[config.mk]
export PLATFORM = sky130hd
export DESIGN_NAME = arc_shell_top
export DESIGN_NICKNAME = d
export VERILOG_FILES = /design/src/arc_pkg.sv /design/src/arc_shell_ctrl.sv /design/src/arc_dl_router.sv /design/src/arc_cfg_decode.sv /design/src/arc_input_map.sv /design/src/arc_shell_top.sv
export VERILOG_INCLUDE_DIRS = /design/src /design/src/src
export SDC_FILE = /design/constraint.sdc
export NUM_CORES = 1
export LEC_CHECK = 0
export ABC_AREA = 0
export ABC_CLOCK_PERIOD_IN_PS = 2500
export BUFFER_PORTS_ARGS = -buffer_cell sky130_fd_sc_hd__buf_2
export CAP_MARGIN = 20
export CORE_AREA = 10 10 106 108
export CTS_CLUSTER_DIAMETER = 30
export CTS_CLUSTER_SIZE = 28
export DETAILED_ROUTE_END_ITERATION = 6
export DIE_AREA = 0 0 116 118
export PLACE_DENSITY = 0.72
export SLEW_MARGIN = 30
export SYNTH_ARGS = -nofsm -noshare
export SYNTH_HDL_FRONTEND = slang
export SYNTH_HIERARCHICAL = 1
export SYNTH_SLANG_ARGS = --single-unit
[constraint.sdc]
create_clock -name clk_sys -period 2.5 [get_ports clk_sys]
set_clock_uncertainty 0.15 [all_clocks]
set_input_delay 0.125 -clock clk_sys [delete_from_list [all_inputs] [get_ports clk_sys]]
set_output_delay 0.125 -clock clk_sys [all_outputs]
set_load 0.01 [all_outputs]
[src/arc_macros.svh]
`ifndef ARC_MACROS_SVH
`define ARC_MACROS_SVH

// ROM map limits, CPU code starts at 0
`define ARC_SND_BASE  20'h20000
`define ARC_GFX_BASE  20'h30000
`define ARC_PROM_BASE 20'hA0000
`define ARC_ROM_END   20'hA0920

`define ARC_RST_HOLD  64 // Game reset hold in clk_sys cycles

// PS/2 set 2 scan codes
`define ARC_KEY_UP     8'h75
`define ARC_KEY_DOWN   8'h72
`define ARC_KEY_LEFT   8'h6b
`define ARC_KEY_RIGHT  8'h74
`define ARC_KEY_FIRE_A 8'h14
`define ARC_KEY_FIRE_B 8'h11
`define ARC_KEY_COIN   8'h2e
`define ARC_KEY_START  8'h16

`endif

[src/arc_pkg.sv]
package arc_pkg;

	// Shell sequencing
	typedef enum logic [1:0] {
		ST_BOOT = 2'd0,
		ST_LOAD = 2'd1,
		ST_HOLD = 2'd2,
		ST_RUN  = 2'd3
	} shell_state_t;

	// Download address classes, see ROM map in arc_macros.svh
	typedef enum logic [2:0] {
		RGN_CPU  = 3'd0,
		RGN_SND  = 3'd1,
		RGN_GFX  = 3'd2,
		RGN_PROM = 3'd3,
		RGN_NONE = 3'd4
	} rom_region_t;

	// Board variants as reported by the host core_mod field
	typedef enum logic [6:0] {
		HW_LDRUN    = 7'd0,
		HW_LDRUN4   = 7'd3,
		HW_BATTROAD = 7'd6,
		HW_YOUJYUDN = 7'd11
	} hw_variant_t;

endpackage

[src/arc_shell_ctrl.sv]
`timescale 1ns/1ps

`include "arc_macros.svh"

module arc_shell_ctrl (
	input  logic                  clk_sys,
	input  logic                  rst_n_i,
	input  logic                  ioctl_downl_i,
	input  logic                  rst_req_i,
	output logic                  core_reset_o,
	output logic                  led_o,
	output arc_pkg::shell_state_t state_o
);

	localparam int HOLD_W = $clog2(`ARC_RST_HOLD);
	localparam logic [HOLD_W-1:0] HOLD_LAST = HOLD_W'(`ARC_RST_HOLD - 1);

	arc_pkg::shell_state_t state;
	arc_pkg::shell_state_t state_nxt;
	logic                  downl_d;
	logic                  dl_rise;
	logic                  dl_fall;
	logic                  rom_loaded;
	logic                  load_hold;
	logic [HOLD_W-1:0]     hold_cnt;

	assign dl_rise = ioctl_downl_i & ~downl_d;
	assign dl_fall = downl_d & ~ioctl_downl_i;
	assign state_o = state;

	always_comb begin
		state_nxt = state;
		load_hold = 1'b0;
		case (state)
			arc_pkg::ST_LOAD: if (dl_fall) begin
				state_nxt = arc_pkg::ST_HOLD;
				load_hold = 1'b1;
			end
			arc_pkg::ST_HOLD: begin
				if (rst_req_i)
					load_hold = 1'b1; // Hold restarts while request is up
				else if (hold_cnt == '0 && rom_loaded)
					state_nxt = arc_pkg::ST_RUN;
			end
			arc_pkg::ST_RUN: if (rst_req_i) begin
				state_nxt = arc_pkg::ST_HOLD;
				load_hold = 1'b1;
			end
			default: ; // Boot waits for the first download
		endcase
		if (dl_rise)
			state_nxt = arc_pkg::ST_LOAD;
	end

	always_ff @(posedge clk_sys or negedge rst_n_i) begin
		if (!rst_n_i) begin
			state        <= arc_pkg::ST_BOOT;
			downl_d      <= 1'b0;
			rom_loaded   <= 1'b0;
			hold_cnt     <= '0;
			core_reset_o <= 1'b1;
			led_o        <= 1'b0;
		end else begin
			downl_d      <= ioctl_downl_i;
			led_o        <= ~ioctl_downl_i;
			state        <= state_nxt;
			core_reset_o <= (state_nxt != arc_pkg::ST_RUN); // Tracks state, no extra lag
			if (dl_fall)
				rom_loaded <= 1'b1;
			if (load_hold)
				hold_cnt <= HOLD_LAST;
			else if (state == arc_pkg::ST_HOLD && hold_cnt != '0)
				hold_cnt <= hold_cnt - 1'b1;
		end
	end

endmodule

[src/arc_dl_router.sv]
`timescale 1ns/1ps

`include "arc_macros.svh"

module arc_dl_router (
	input  logic                 clk_sys,
	input  logic                 rst_n_i,
	input  logic                 ioctl_downl_i,
	input  logic                 ioctl_wr_i,
	input  logic [24:0]          ioctl_addr_i,
	input  logic [7:0]           ioctl_dout_i,
	output logic                 port1_req_o,
	output logic                 port2_req_o,
	output arc_pkg::rom_region_t region_o,
	output logic                 prom_wr_o,
	output logic [11:0]          prom_addr_o,
	output logic [7:0]           prom_data_o
);

	localparam logic [24:0] SND_BASE  = 25'(`ARC_SND_BASE);
	localparam logic [24:0] GFX_BASE  = 25'(`ARC_GFX_BASE);
	localparam logic [24:0] PROM_BASE = 25'(`ARC_PROM_BASE);
	localparam logic [24:0] ROM_END   = 25'(`ARC_ROM_END);

	logic                 wr_d;
	logic                 wr_rise;
	logic [24:0]          prom_off;
	arc_pkg::rom_region_t rgn;

	assign wr_rise  = ioctl_downl_i & ioctl_wr_i & ~wr_d;
	assign prom_off = ioctl_addr_i - PROM_BASE;

	always_comb begin
		if (ioctl_addr_i < SND_BASE)
			rgn = arc_pkg::RGN_CPU;
		else if (ioctl_addr_i < GFX_BASE)
			rgn = arc_pkg::RGN_SND;
		else if (ioctl_addr_i < PROM_BASE)
			rgn = arc_pkg::RGN_GFX;
		else if (ioctl_addr_i < ROM_END)
			rgn = arc_pkg::RGN_PROM;
		else
			rgn = arc_pkg::RGN_NONE;
	end

	always_ff @(posedge clk_sys or negedge rst_n_i) begin
		if (!rst_n_i) begin
			wr_d        <= 1'b0;
			port1_req_o <= 1'b0;
			port2_req_o <= 1'b0;
			region_o    <= arc_pkg::RGN_CPU;
			prom_wr_o   <= 1'b0;
			prom_addr_o <= '0;
			prom_data_o <= '0;
		end else begin
			wr_d      <= ioctl_wr_i;
			prom_wr_o <= 1'b0;
			if (wr_rise) begin
				port1_req_o <= ~port1_req_o;
				if (ioctl_addr_i >= GFX_BASE)
					port2_req_o <= ~port2_req_o; // Sprite port sees GFX and up
				region_o <= rgn;
				if (rgn == arc_pkg::RGN_PROM) begin
					prom_wr_o   <= 1'b1;
					prom_addr_o <= prom_off[11:0];
					prom_data_o <= ioctl_dout_i;
				end
			end
		end
	end

endmodule

[src/arc_cfg_decode.sv]
`timescale 1ns/1ps

module arc_cfg_decode (
	input  logic                 clk_sys,
	input  logic                 rst_n_i,
	input  logic [31:0]          status_i,
	input  arc_pkg::hw_variant_t core_mod_i,
	output logic                 palmode_o,
	output logic [1:0]           rotate_o,
	output logic [1:0]           scanlines_o,
	output logic                 blend_o,
	output logic                 service_o,
	output logic                 joyswap_o,
	output logic [1:0]           orientation_o,
	output logic                 oneplayer_o,
	output logic [7:0]           dsw1_o
);

	logic [1:0] orient;
	logic       one_p;

	// Per-board screen mounting and player count
	always_comb begin
		orient = 2'b10;
		one_p  = 1'b1;
		case (core_mod_i)
			arc_pkg::HW_LDRUN4:   one_p  = 1'b0;
			arc_pkg::HW_BATTROAD: orient = 2'b11;
			arc_pkg::HW_YOUJYUDN: orient = 2'b01;
			default: ;
		endcase
	end

	always_ff @(posedge clk_sys or negedge rst_n_i) begin
		if (!rst_n_i) begin
			palmode_o     <= 1'b0;
			rotate_o      <= '0;
			scanlines_o   <= '0;
			blend_o       <= 1'b0;
			service_o     <= 1'b0;
			joyswap_o     <= 1'b0;
			orientation_o <= '0;
			oneplayer_o   <= 1'b0;
			dsw1_o        <= '0;
		end else begin
			palmode_o     <= status_i[1];
			rotate_o      <= {orient[1], status_i[2]};
			scanlines_o   <= status_i[4:3];
			blend_o       <= status_i[5];
			service_o     <= status_i[7];
			joyswap_o     <= status_i[6];
			orientation_o <= orient;
			oneplayer_o   <= one_p;
			dsw1_o        <= {4'hf, ~status_i[11:8]}; // Coinage fixed, DIPs active low
		end
	end

endmodule

[src/arc_input_map.sv]
`timescale 1ns/1ps

`include "arc_macros.svh"

module arc_input_map (
	input  logic       clk_sys,
	input  logic       rst_n_i,
	input  logic       key_strobe_i,
	input  logic       key_pressed_i,
	input  logic [7:0] key_code_i,
	input  logic [7:0] joy0_i,
	input  logic [7:0] joy1_i,
	input  logic       rotate_i,
	input  logic [1:0] orientation_i,
	input  logic       joyswap_i,
	input  logic       oneplayer_i,
	output logic [3:0] p1_dir_o,
	output logic [1:0] p1_btn_o,
	output logic [3:0] p2_dir_o,
	output logic [1:0] p2_btn_o,
	output logic [1:0] coin_o,
	output logic [1:0] start_o
);

	// Control vectors share the joystick layout
	// 0 right, 1 left, 2 down, 3 up, 4 fire A, 5 fire B, 6 start, 7 coin
	logic [7:0] kb_q;
	logic [7:0] kb_nxt;
	logic [7:0] j_p1;
	logic [7:0] j_p2;
	logic [7:0] c_p1;
	logic [7:0] c_p2;
	logic       rot_en;
	logic [3:0] d_p1;
	logic [3:0] d_p2;

	// Quarter turn of {up, down, left, right}
	function automatic logic [3:0] rot_dir(input logic [3:0] d, input logic cw);
		if (cw)
			return {d[1], d[0], d[2], d[3]}; // Up becomes right
		else
			return {d[0], d[1], d[3], d[2]}; // Up becomes left
	endfunction

	// Key state seen in the same cycle as the strobe
	always_comb begin
		kb_nxt = kb_q;
		if (key_strobe_i) begin
			case (key_code_i)
				`ARC_KEY_RIGHT:  kb_nxt[0] = key_pressed_i;
				`ARC_KEY_LEFT:   kb_nxt[1] = key_pressed_i;
				`ARC_KEY_DOWN:   kb_nxt[2] = key_pressed_i;
				`ARC_KEY_UP:     kb_nxt[3] = key_pressed_i;
				`ARC_KEY_FIRE_A: kb_nxt[4] = key_pressed_i;
				`ARC_KEY_FIRE_B: kb_nxt[5] = key_pressed_i;
				`ARC_KEY_START:  kb_nxt[6] = key_pressed_i;
				`ARC_KEY_COIN:   kb_nxt[7] = key_pressed_i;
				default: ;
			endcase
		end
	end

	assign j_p1 = joyswap_i ? joy1_i : joy0_i;
	assign j_p2 = joyswap_i ? joy0_i : joy1_i;
	assign c_p1 = kb_nxt | j_p1; // Keyboard drives player 1 only
	assign c_p2 = j_p2;

	assign rot_en = rotate_i & orientation_i[0];
	assign d_p1   = rot_en ? rot_dir(c_p1[3:0], orientation_i[1]) : c_p1[3:0];
	assign d_p2   = rot_en ? rot_dir(c_p2[3:0], orientation_i[1]) : c_p2[3:0];

	always_ff @(posedge clk_sys or negedge rst_n_i) begin
		if (!rst_n_i) begin
			kb_q     <= '0;
			p1_dir_o <= '0;
			p1_btn_o <= '0;
			p2_dir_o <= '0;
			p2_btn_o <= '0;
			coin_o   <= '0;
			start_o  <= '0;
		end else begin
			kb_q     <= kb_nxt;
			p1_dir_o <= d_p1;
			p1_btn_o <= c_p1[5:4];
			p2_dir_o <= oneplayer_i ? d_p1 : d_p2;
			p2_btn_o <= oneplayer_i ? c_p1[5:4] : c_p2[5:4];
			coin_o   <= {c_p2[7], c_p1[7]};
			start_o  <= {c_p2[6], c_p1[6]};
		end
	end

endmodule

[src/arc_shell_top.sv]
`timescale 1ns/1ps

module arc_shell_top (
	input  logic                 clk_sys,
	input  logic                 rst_n_i,
	// Host download
	input  logic                 ioctl_downl_i,
	input  logic                 ioctl_wr_i,
	input  logic [24:0]          ioctl_addr_i,
	input  logic [7:0]           ioctl_dout_i,
	// Host status and board id
	input  logic [31:0]          status_i,
	input  logic [1:0]           buttons_i,
	input  arc_pkg::hw_variant_t core_mod_i,
	input  logic                 key_strobe_i,
	input  logic                 key_pressed_i,
	input  logic [7:0]           key_code_i,
	input  logic [7:0]           joy0_i,
	input  logic [7:0]           joy1_i,
	output logic                 core_reset_o,
	output logic                 led_o,
	output logic                 port1_req_o,
	output logic                 port2_req_o,
	output arc_pkg::rom_region_t region_o,
	output logic                 prom_wr_o,
	output logic [11:0]          prom_addr_o,
	output logic [7:0]           prom_data_o,
	output logic                 palmode_o,
	output logic [1:0]           rotate_o,
	output logic [1:0]           scanlines_o,
	output logic                 blend_o,
	output logic                 service_o,
	output logic [1:0]           orientation_o,
	output logic                 oneplayer_o,
	output logic [7:0]           dsw1_o,
	output logic [3:0]           p1_dir_o,
	output logic [1:0]           p1_btn_o,
	output logic [3:0]           p2_dir_o,
	output logic [1:0]           p2_btn_o,
	output logic [1:0]           coin_o,
	output logic [1:0]           start_o
);

	logic rst_req;
	logic joyswap;

	assign rst_req = status_i[0] | buttons_i[1]; // OSD reset or user button

	arc_shell_ctrl u_ctrl (
		.clk_sys       (clk_sys),
		.rst_n_i       (rst_n_i),
		.ioctl_downl_i (ioctl_downl_i),
		.rst_req_i     (rst_req),
		.core_reset_o  (core_reset_o),
		.led_o         (led_o),
		.state_o       () // Observed by the checker only
	);

	arc_dl_router u_router (
		.clk_sys       (clk_sys),
		.rst_n_i       (rst_n_i),
		.ioctl_downl_i (ioctl_downl_i),
		.ioctl_wr_i    (ioctl_wr_i),
		.ioctl_addr_i  (ioctl_addr_i),
		.ioctl_dout_i  (ioctl_dout_i),
		.port1_req_o   (port1_req_o),
		.port2_req_o   (port2_req_o),
		.region_o      (region_o),
		.prom_wr_o     (prom_wr_o),
		.prom_addr_o   (prom_addr_o),
		.prom_data_o   (prom_data_o)
	);

	arc_cfg_decode u_cfg (
		.clk_sys       (clk_sys),
		.rst_n_i       (rst_n_i),
		.status_i      (status_i),
		.core_mod_i    (core_mod_i),
		.palmode_o     (palmode_o),
		.rotate_o      (rotate_o),
		.scanlines_o   (scanlines_o),
		.blend_o       (blend_o),
		.service_o     (service_o),
		.joyswap_o     (joyswap),
		.orientation_o (orientation_o),
		.oneplayer_o   (oneplayer_o),
		.dsw1_o        (dsw1_o)
	);

	arc_input_map u_inputs (
		.clk_sys       (clk_sys),
		.rst_n_i       (rst_n_i),
		.key_strobe_i  (key_strobe_i),
		.key_pressed_i (key_pressed_i),
		.key_code_i    (key_code_i),
		.joy0_i        (joy0_i),
		.joy1_i        (joy1_i),
		.rotate_i      (rotate_o[0]),
		.orientation_i (orientation_o),
		.joyswap_i     (joyswap),
		.oneplayer_i   (oneplayer_o),
		.p1_dir_o      (p1_dir_o),
		.p1_btn_o      (p1_btn_o),
		.p2_dir_o      (p2_dir_o),
		.p2_btn_o      (p2_btn_o),
		.coin_o        (coin_o),
		.start_o       (start_o)
	);

endmodule

==> metrics.yaml, run 1 <==
floorplanning:
  core_area_sq_mm: 0.00911
  row_count: 35
  dieArea_sq_mm: 0.0137
  start_util_pct: 41.9
  io_pins: 166
  die_w_microns: 116
  dieHeight_microns: 118
place:
  gp_congestion: 0.781
  numPortBuffers: 144
  dpl.hpwl_microns: 7450
  placed_area_sq_mm: 0.00458
min_path:
  hp-class: "in -> reg"
layout:
  antennaDiodeCount: 0
  design.final.nets: 621
  utilization_pct: 59.1
  layout-drive-gt1-share_pct: 40.2
  fillers: 774
  fin_area_sq_mm: 0.00538
  area_growth_pct: 40.9
setup_path:
  end_kind: "flip-flop"
  path_max_fanout: 3
  crit_required_ps: 2630
  critPathArrivalTime_ps: 2420
  critPathLaunchType: "input port"
  crit_type: "in -> reg"
yosys:
  syn_area_sq_mm: 0.00382
  syn_inst: 315
  synth_warnings: 6
  synthesis.nets: 421
  yosys.area.top_type: "dfrtp_1"
  ys_seq_area_share_pct: 51.1
  synth_flop_cell: "dfrtp_1"
  synth_cell_types: 70
  synth_top_area_share_pct: 50.4
  syn_avg_cell_area_sq_um: 12.1
  synth-seq-cells: 78
  synth_edf_count: 0
  synth.area.top_cells: "dfrtp_1, mux2_4, mux2i_1"
  synthArstFlopShare_pct: 100
  synthTopCellsByCount: "dfrtp_1, mux2_4, nand2_1"
  synth.most_common_cell: "dfrtp_1"
power_and_ir_drop:
  p_leak_nw: 2.67
  ir_drop_mv: 0.301
  p_per_area_mw_per_mm2: 542
  power_mw: 2.92
route:
  post_drt_wl_per_cell_microns: 16.6
  vias: 3215
  routed_wl_microns: 10500
  drt_pass1_iterations: 4
  drtIter0Drc: 114
  viasPerCell: 5.10
  drc: 0
  ant_nets: 0
clock_network:
  numCtsBuffers: 9
  h-tree-depth: 3
  cts.reportedPaths.clkPinSlew_ps: 90
  cts_max_path_buffers: 2
  cts_tree: "done"
  cts.sinks: 78
  ctsResizeCount: 0
  clock_tree.root_cell: "clkbuf_8"
  worstSkewPairLatency_ps: 340
timing:
  drv_slew: 0
  setup_viol: 0
  fin_crit_sh_pct: 91.9
  relSlewSlack_pct: 53.4
  grt_setup_unrepaired: "no"
  period_minus_slack_ps: 2300
  worstMarginPinSlew_ps: 698
  hold_viol: 0
  hold_slack_ps: 19.5
  setup_tns_ps: 0
  fmax_ghz: 0.435
global_route:
  antenna_found_initial: 0
  globalRouteOverflowTotal: 0
  grt_max_degree: 79
  grt_pass1_wl_microns: 17300
  groute.usage.overall_pct: 15.3
  grt_pass1_vias: 3519
flow_run:
  cap_violations: 0
outcome:
  status: "finished, final reports clean"
-- power by group --
| part | switching, mW | internal, mW | total (mW) |
|---|---|---|---|
| registers | 0.0485 | 1.34 | 1.39 |
| logic | 0.243 | 0.252 | 0.495 |
| clock network | 0.465 | 0.565 | 1.03 |
| total | 0.757 | 2.16 | 2.92 |
-- final timing paths --
kind                                        start                 endpoint  slack (ps)  cells after the start
min in group asynchronous                 rst_n_i  u_router/prom_data_o[6]         230                      2
worst min-delay path             ioctl_addr_i[16]     u_router/region_o[0]          20                      4
max in group asynchronous                 rst_n_i   u_cfg/orientation_o[1]        1490                      2
worst min register to register  u_ctrl/rom_loaded        u_ctrl/rom_loaded         330                      1
worst max-delay path              ioctl_addr_i[6]       u_router/prom_wr_o         200                      7
worst max register to register    u_cfg/joyswap_o     u_inputs/p2_btn_o[0]         350                      4
-- worst max-delay path: stages --
cell,delay (ps)
dlygate4sd3_1,550
buf_2,140
o311a_1,360
nor4_1,440
nand3_1,120
dlygate4sd3_1,580
nor2_1,100
-- metal layers --
layer	GRT usage, %	wire (microns)
met3	5.40	824
met2	25.9	5250
met1	17.4	4340
met5	0	0
met4	4.85	66
-- logic make-up after synthesis --
logic type,after synthesis,share of synthesized area (%)
flops,78,51.1
fa+ha+maj,2,0.655
simple gates,108,18.5
xor+xnor,2,0.459
buf+inv,28,4.36
other cells,1,0.0982
mux,40,13.7
compound gates,56,11.1
-- cells in the final DEF (no fill, tap or decap), types with 11 or more instances in the layout --
master and count:
dlygate4sd3_1 58, mux2_4 23, nor2_1 16, mux2i_1 11
inv_1 11, buf_2 143, o21ai_0 11, dfrtp_1 77
nand2_1 17
-- registers in the layout, indices dropped and copies added (netlist names), 2 cells and up --
register and flops:
u_cfg/orientation_o 2, u_cfg/scanlines_o 2, u_router/region_o 3, u_cfg/dsw1_o 5
u_inputs/p2_btn_o 2, u_inputs/p2_dir_o 4, u_inputs/coin_o 2, u_inputs/p1_dir_o 4
u_ctrl/state_o 2, u_inputs/kb_q 8, u_ctrl/hold_cnt 6, u_router/prom_addr_o 12
u_inputs/p1_btn_o 2, u_router/prom_data_o 8, u_inputs/start_o 2
-- per-stage QoR --
stage / instances / worst slack, ps
final: 631 / 202
after global routing: 631 / 90.4
after CTS: 631 / 256
after detailed placement: 557 / 237
after global placement: 557 / 315
after floorplan: 315 / 499
-- timing repair --
item	4_1_cts	5_1_grt
buffers inserted	0	0
setup endpoints to repair	0	0
hold buffers	58	0
endpoints found under the hold margin	129	0
-- cell type report --
cell class / instances / area (sq um) / share of cell area, %
clock inverters: 5 / 83.8 / 1.56
repair buffers: 205 / 1330 / 24.7
multi-input cells: 209 / 1700 / 31.6
inverters: 12 / 45.0 / 0.837
well taps: 111 / 139 / 2.58
clock buffers: 11 / 131 / 2.44
flip-flops and latches: 78 / 1950 / 36.3
Note: power is estimated with default switching activity, not from simulation.
==> run 2, diff against run 1 <==
- BUFFER_PORTS_ARGS: -buffer_cell sky130_fd_sc_hd__buf_2 -> unset
- DONT_BUFFER_PORTS: unset -> 1
- GPL_TIMING_DRIVEN: unset -> 0
- PLACE_DENSITY: 0.72 -> unset
==> run 2 against run 1 <==
Wire length down 1.7%. Power down 2.7%. Combinational power down 24%. Cell area is 8.2% lower. Sequential power up 3%. Global-route usage is 0.35 points lower. First-iteration DRC count is 8.8% lower. Cell count fell by 18%. Via count shrank 12%. Critical path type unchanged. Critical endpoint unchanged.
==> metrics.yaml, run 2 (synthesized netlist as in run 1, its figures left out) <==
outcome:
  status: "finished, final reports clean"  # unchanged
timing:
  setup_tns_ps: 0  # unchanged
  drv_slew: 0  # unchanged
  grt_setup_unrepaired: "no"  # unchanged
  hold_viol: 0  # unchanged
  period_minus_slack_ps: 2410  # was 2300 ps
  setup_viol: 0  # unchanged
  fmax_ghz: 0.415  # was 0.435 GHz
  fin_crit_sh_pct: 96.3  # was 91.9%
setup_path:
  crit_type: "in -> reg"  # unchanged
  rr_endpoint: "u_inputs/start_o[0]"  # was u_inputs/p2_btn_o[0]
  r2r_start: "u_cfg/joyswap_o"  # unchanged
  crit_family: "simple AND/OR/NAND/NOR gates"  # was buffers and inverters
  crit_required_ps: 2620  # was 2630 ps
  cpPeakStageDelay_ps: 580  # about the same
  end_kind: "flip-flop"  # unchanged
  crit_buf_inv: 2  # was 3
  rrSetupSlack_ps: 450  # was 350 ps
  path_max_fanout: 3  # unchanged
  critPathArrivalTime_ps: 2530  # was 2420 ps
  critPathLaunchType: "input port"  # unchanged
  reg2reg_depth: 6  # was 4
  cpMostUsedCell: "dlygate4sd3_1"  # unchanged
  critPathLaunch: "ioctl_addr_i[15]"  # was ioctl_addr_i[6]
  path_cells: "or4_1, nor4_1, nand3_1, dlygate4sd3_1, nor2_1, dlygate4sd3_1"  # was dlygate4sd3_1, buf_2, o311a_1, nor4_1, nand3_1, dlygate4sd3_1, nor2_1
  slowest_stage: "or4_1"  # was dlygate4sd3_1
clock_network:
  cts_max_path_buffers: 2  # unchanged
  numCtsBuffers: 9  # unchanged
  cts.reportedPaths.clkPinSlew_ps: 90  # about the same
  post-cts-setup-buffers: 0  # unchanged
  cts.sinks: 78  # unchanged
  worstSkewPairLatency_ps: 340  # about the same
  clock_tree.root_cell: "clkbuf_8"  # unchanged
  ctsResizeCount: 0  # unchanged
  cts_tree: "done"  # unchanged
  h-tree-depth: 3  # unchanged
  holdBufCountCts: 75  # was 58
layout:
  design.final.nets: 507  # was 621
  layout-drive-gt1-share_pct: 19.0  # was 40.2%
  layout_common_cells: "dfrtp_1, dlygate4sd3_1, mux2_4"  # was buf_2, dfrtp_1, dlygate4sd3_1
  antennaDiodeCount: 0  # unchanged
  regMostFlops: "u_router/prom_addr_o"  # unchanged
  largest_reg_flops: 12  # unchanged
  area_growth_pct: 29.4  # was 40.9%
  largestRegisters: "u_router/prom_addr_o: 12 flops, u_inputs/kb_q: 8 flops, u_router/prom_data_o: 8 flops"  # unchanged
  final_common_cell: "dfrtp_1"  # was buf_2
  fin_area_sq_mm: 0.00494  # was 0.00538 sq mm
floorplanning:
  dieHeight_microns: 118  # unchanged
  core_area_sq_mm: 0.00911  # unchanged
  io_pins: 166  # unchanged
  dieArea_sq_mm: 0.0137  # unchanged
  die_w_microns: 116  # unchanged
  row_count: 35  # unchanged
  start_util_pct: 41.9  # unchanged
min_path:
  min_path_cells: 3  # was 4
  worstHoldStart: "ioctl_wr_i"  # was ioctl_addr_i[16]
  hp-class: "in -> reg"  # unchanged
  whs_endpoint: "u_router/port2_req_o"  # was u_router/region_o[0]
route:
  vias: 2827  # was 3215
  routed_wl_microns: 10300  # was 10500 microns
  ant_nets: 0  # unchanged
  post_drt_wl_per_cell_microns: 19.9  # was 16.6 microns
  drt_pass1_iterations: 5  # was 4
  drc: 0  # unchanged
  drtIter0Drc: 104  # was 114
  viasPerCell: 5.47  # was 5.10
place:
  numPortBuffers: 0  # was 144
  placed_area_sq_mm: 0.00396  # was 0.00458 sq mm
  dpl.hpwl_microns: 7110  # was 7450 microns
  gp_congestion: 0.808  # was 0.781
global_route:
  grt_pass1_wl_microns: 16500  # was 17300 microns
  globalRouteOverflowTotal: 0  # unchanged
  antenna_found_initial: 0  # unchanged
  grt_max_degree: 79  # unchanged
  groute.usage.overall_pct: 15.0  # was 15.3%
  grt_pass1_vias: 3118  # was 3519
power_and_ir_drop:
  p_per_area_mw_per_mm2: 574  # was 542 mW/mm^2
  ir_drop_mv: 0.377  # was 0.301 mV
  comb_power_share_pct: 13.3  # was 17.0%
  p_int_mw: 2.11  # was 2.16 mW
  p_clk_share_pct: 36.4  # was 35.4%
  p_leak_nw: 2.21  # was 2.67 nW
  p_seq_share_pct: 50.3  # was 47.7%
  p_switching_uw: 732  # was 757 uW
  switching_share_pct: 25.8  # was 26.0%
flow_run:
  cap_violations: 0  # unchanged
==> run 2: worst register-to-register path, cell delays in order, from the launching register on <==
cell and delay [ps]:
dfrtp_1 330, buf_2 160, buf_4 210, buf_2 250, nor2b_1 70, a211o_1 220
dlygate4sd3_1 550
==> run 2: worst max-delay path by stage <==
stage,to,slack [ps],cells after the start
2_1_floorplan,u_router/prom_addr_o[0],500,6
3_3_place_gp,u_router/prom_data_o[3],400,6
3_5_place_dp,u_router/prom_addr_o[2],370,6
4_1_cts,u_inputs/coin_o[0],130,6
5_1_grt,u_router/prom_wr_o,20,6
6_report,u_router/prom_wr_o,90,6
==> run 2: per-layer routing <==
layer	part of all wire (%)	GRT usage [%]	vias up	routed length [microns]
met5	0	0	-	0
li1	-	-	1324	-
met1	37	15.8	1367	3770
met2	49	24.9	122	5070
met3	13	7.65	14	1310
met4	1.5	5.09	0	157
==> run 2: area by class of cell <==
cell class,instances,area (sq um)
Sequential cell,78,1950
Clock buffer,11,131
Clock inverter,5,83.8
Timing Repair Buffer,75,768
Tap cell,111,139
Multi-Input combinational cell,209,1700
Inverter,12,45.0
Fill cell,778,4170
Buffer,16,121
==> run 2: stage by stage <==
stage                     hold slack [ps]  cells  total power [mW]  util, %  worst slack (ps)
after floorplan                      -321    315              1.64        -               499
after global routing                 29.1    517              2.98     54.3              17.0
after global placement               -318    426              1.69     43.5               397
after CTS                            2.89    517              2.88     54.3               130
after detailed placement             -318    426              1.70     43.5               368
final                                23.5    517              2.84     54.3              92.3
==> run 2: power by group through the flow <==
stage,Combinational [mW],Sequential [mW],Clock (mW)
4_1_cts,0.380,1.43,1.07
3_5_place_dp,0.249,1.45,0
6_report,0.378,1.43,1.03
5_1_grt,0.422,1.44,1.12
2_1_floorplan,0.210,1.43,0
3_3_place_gp,0.241,1.45,0
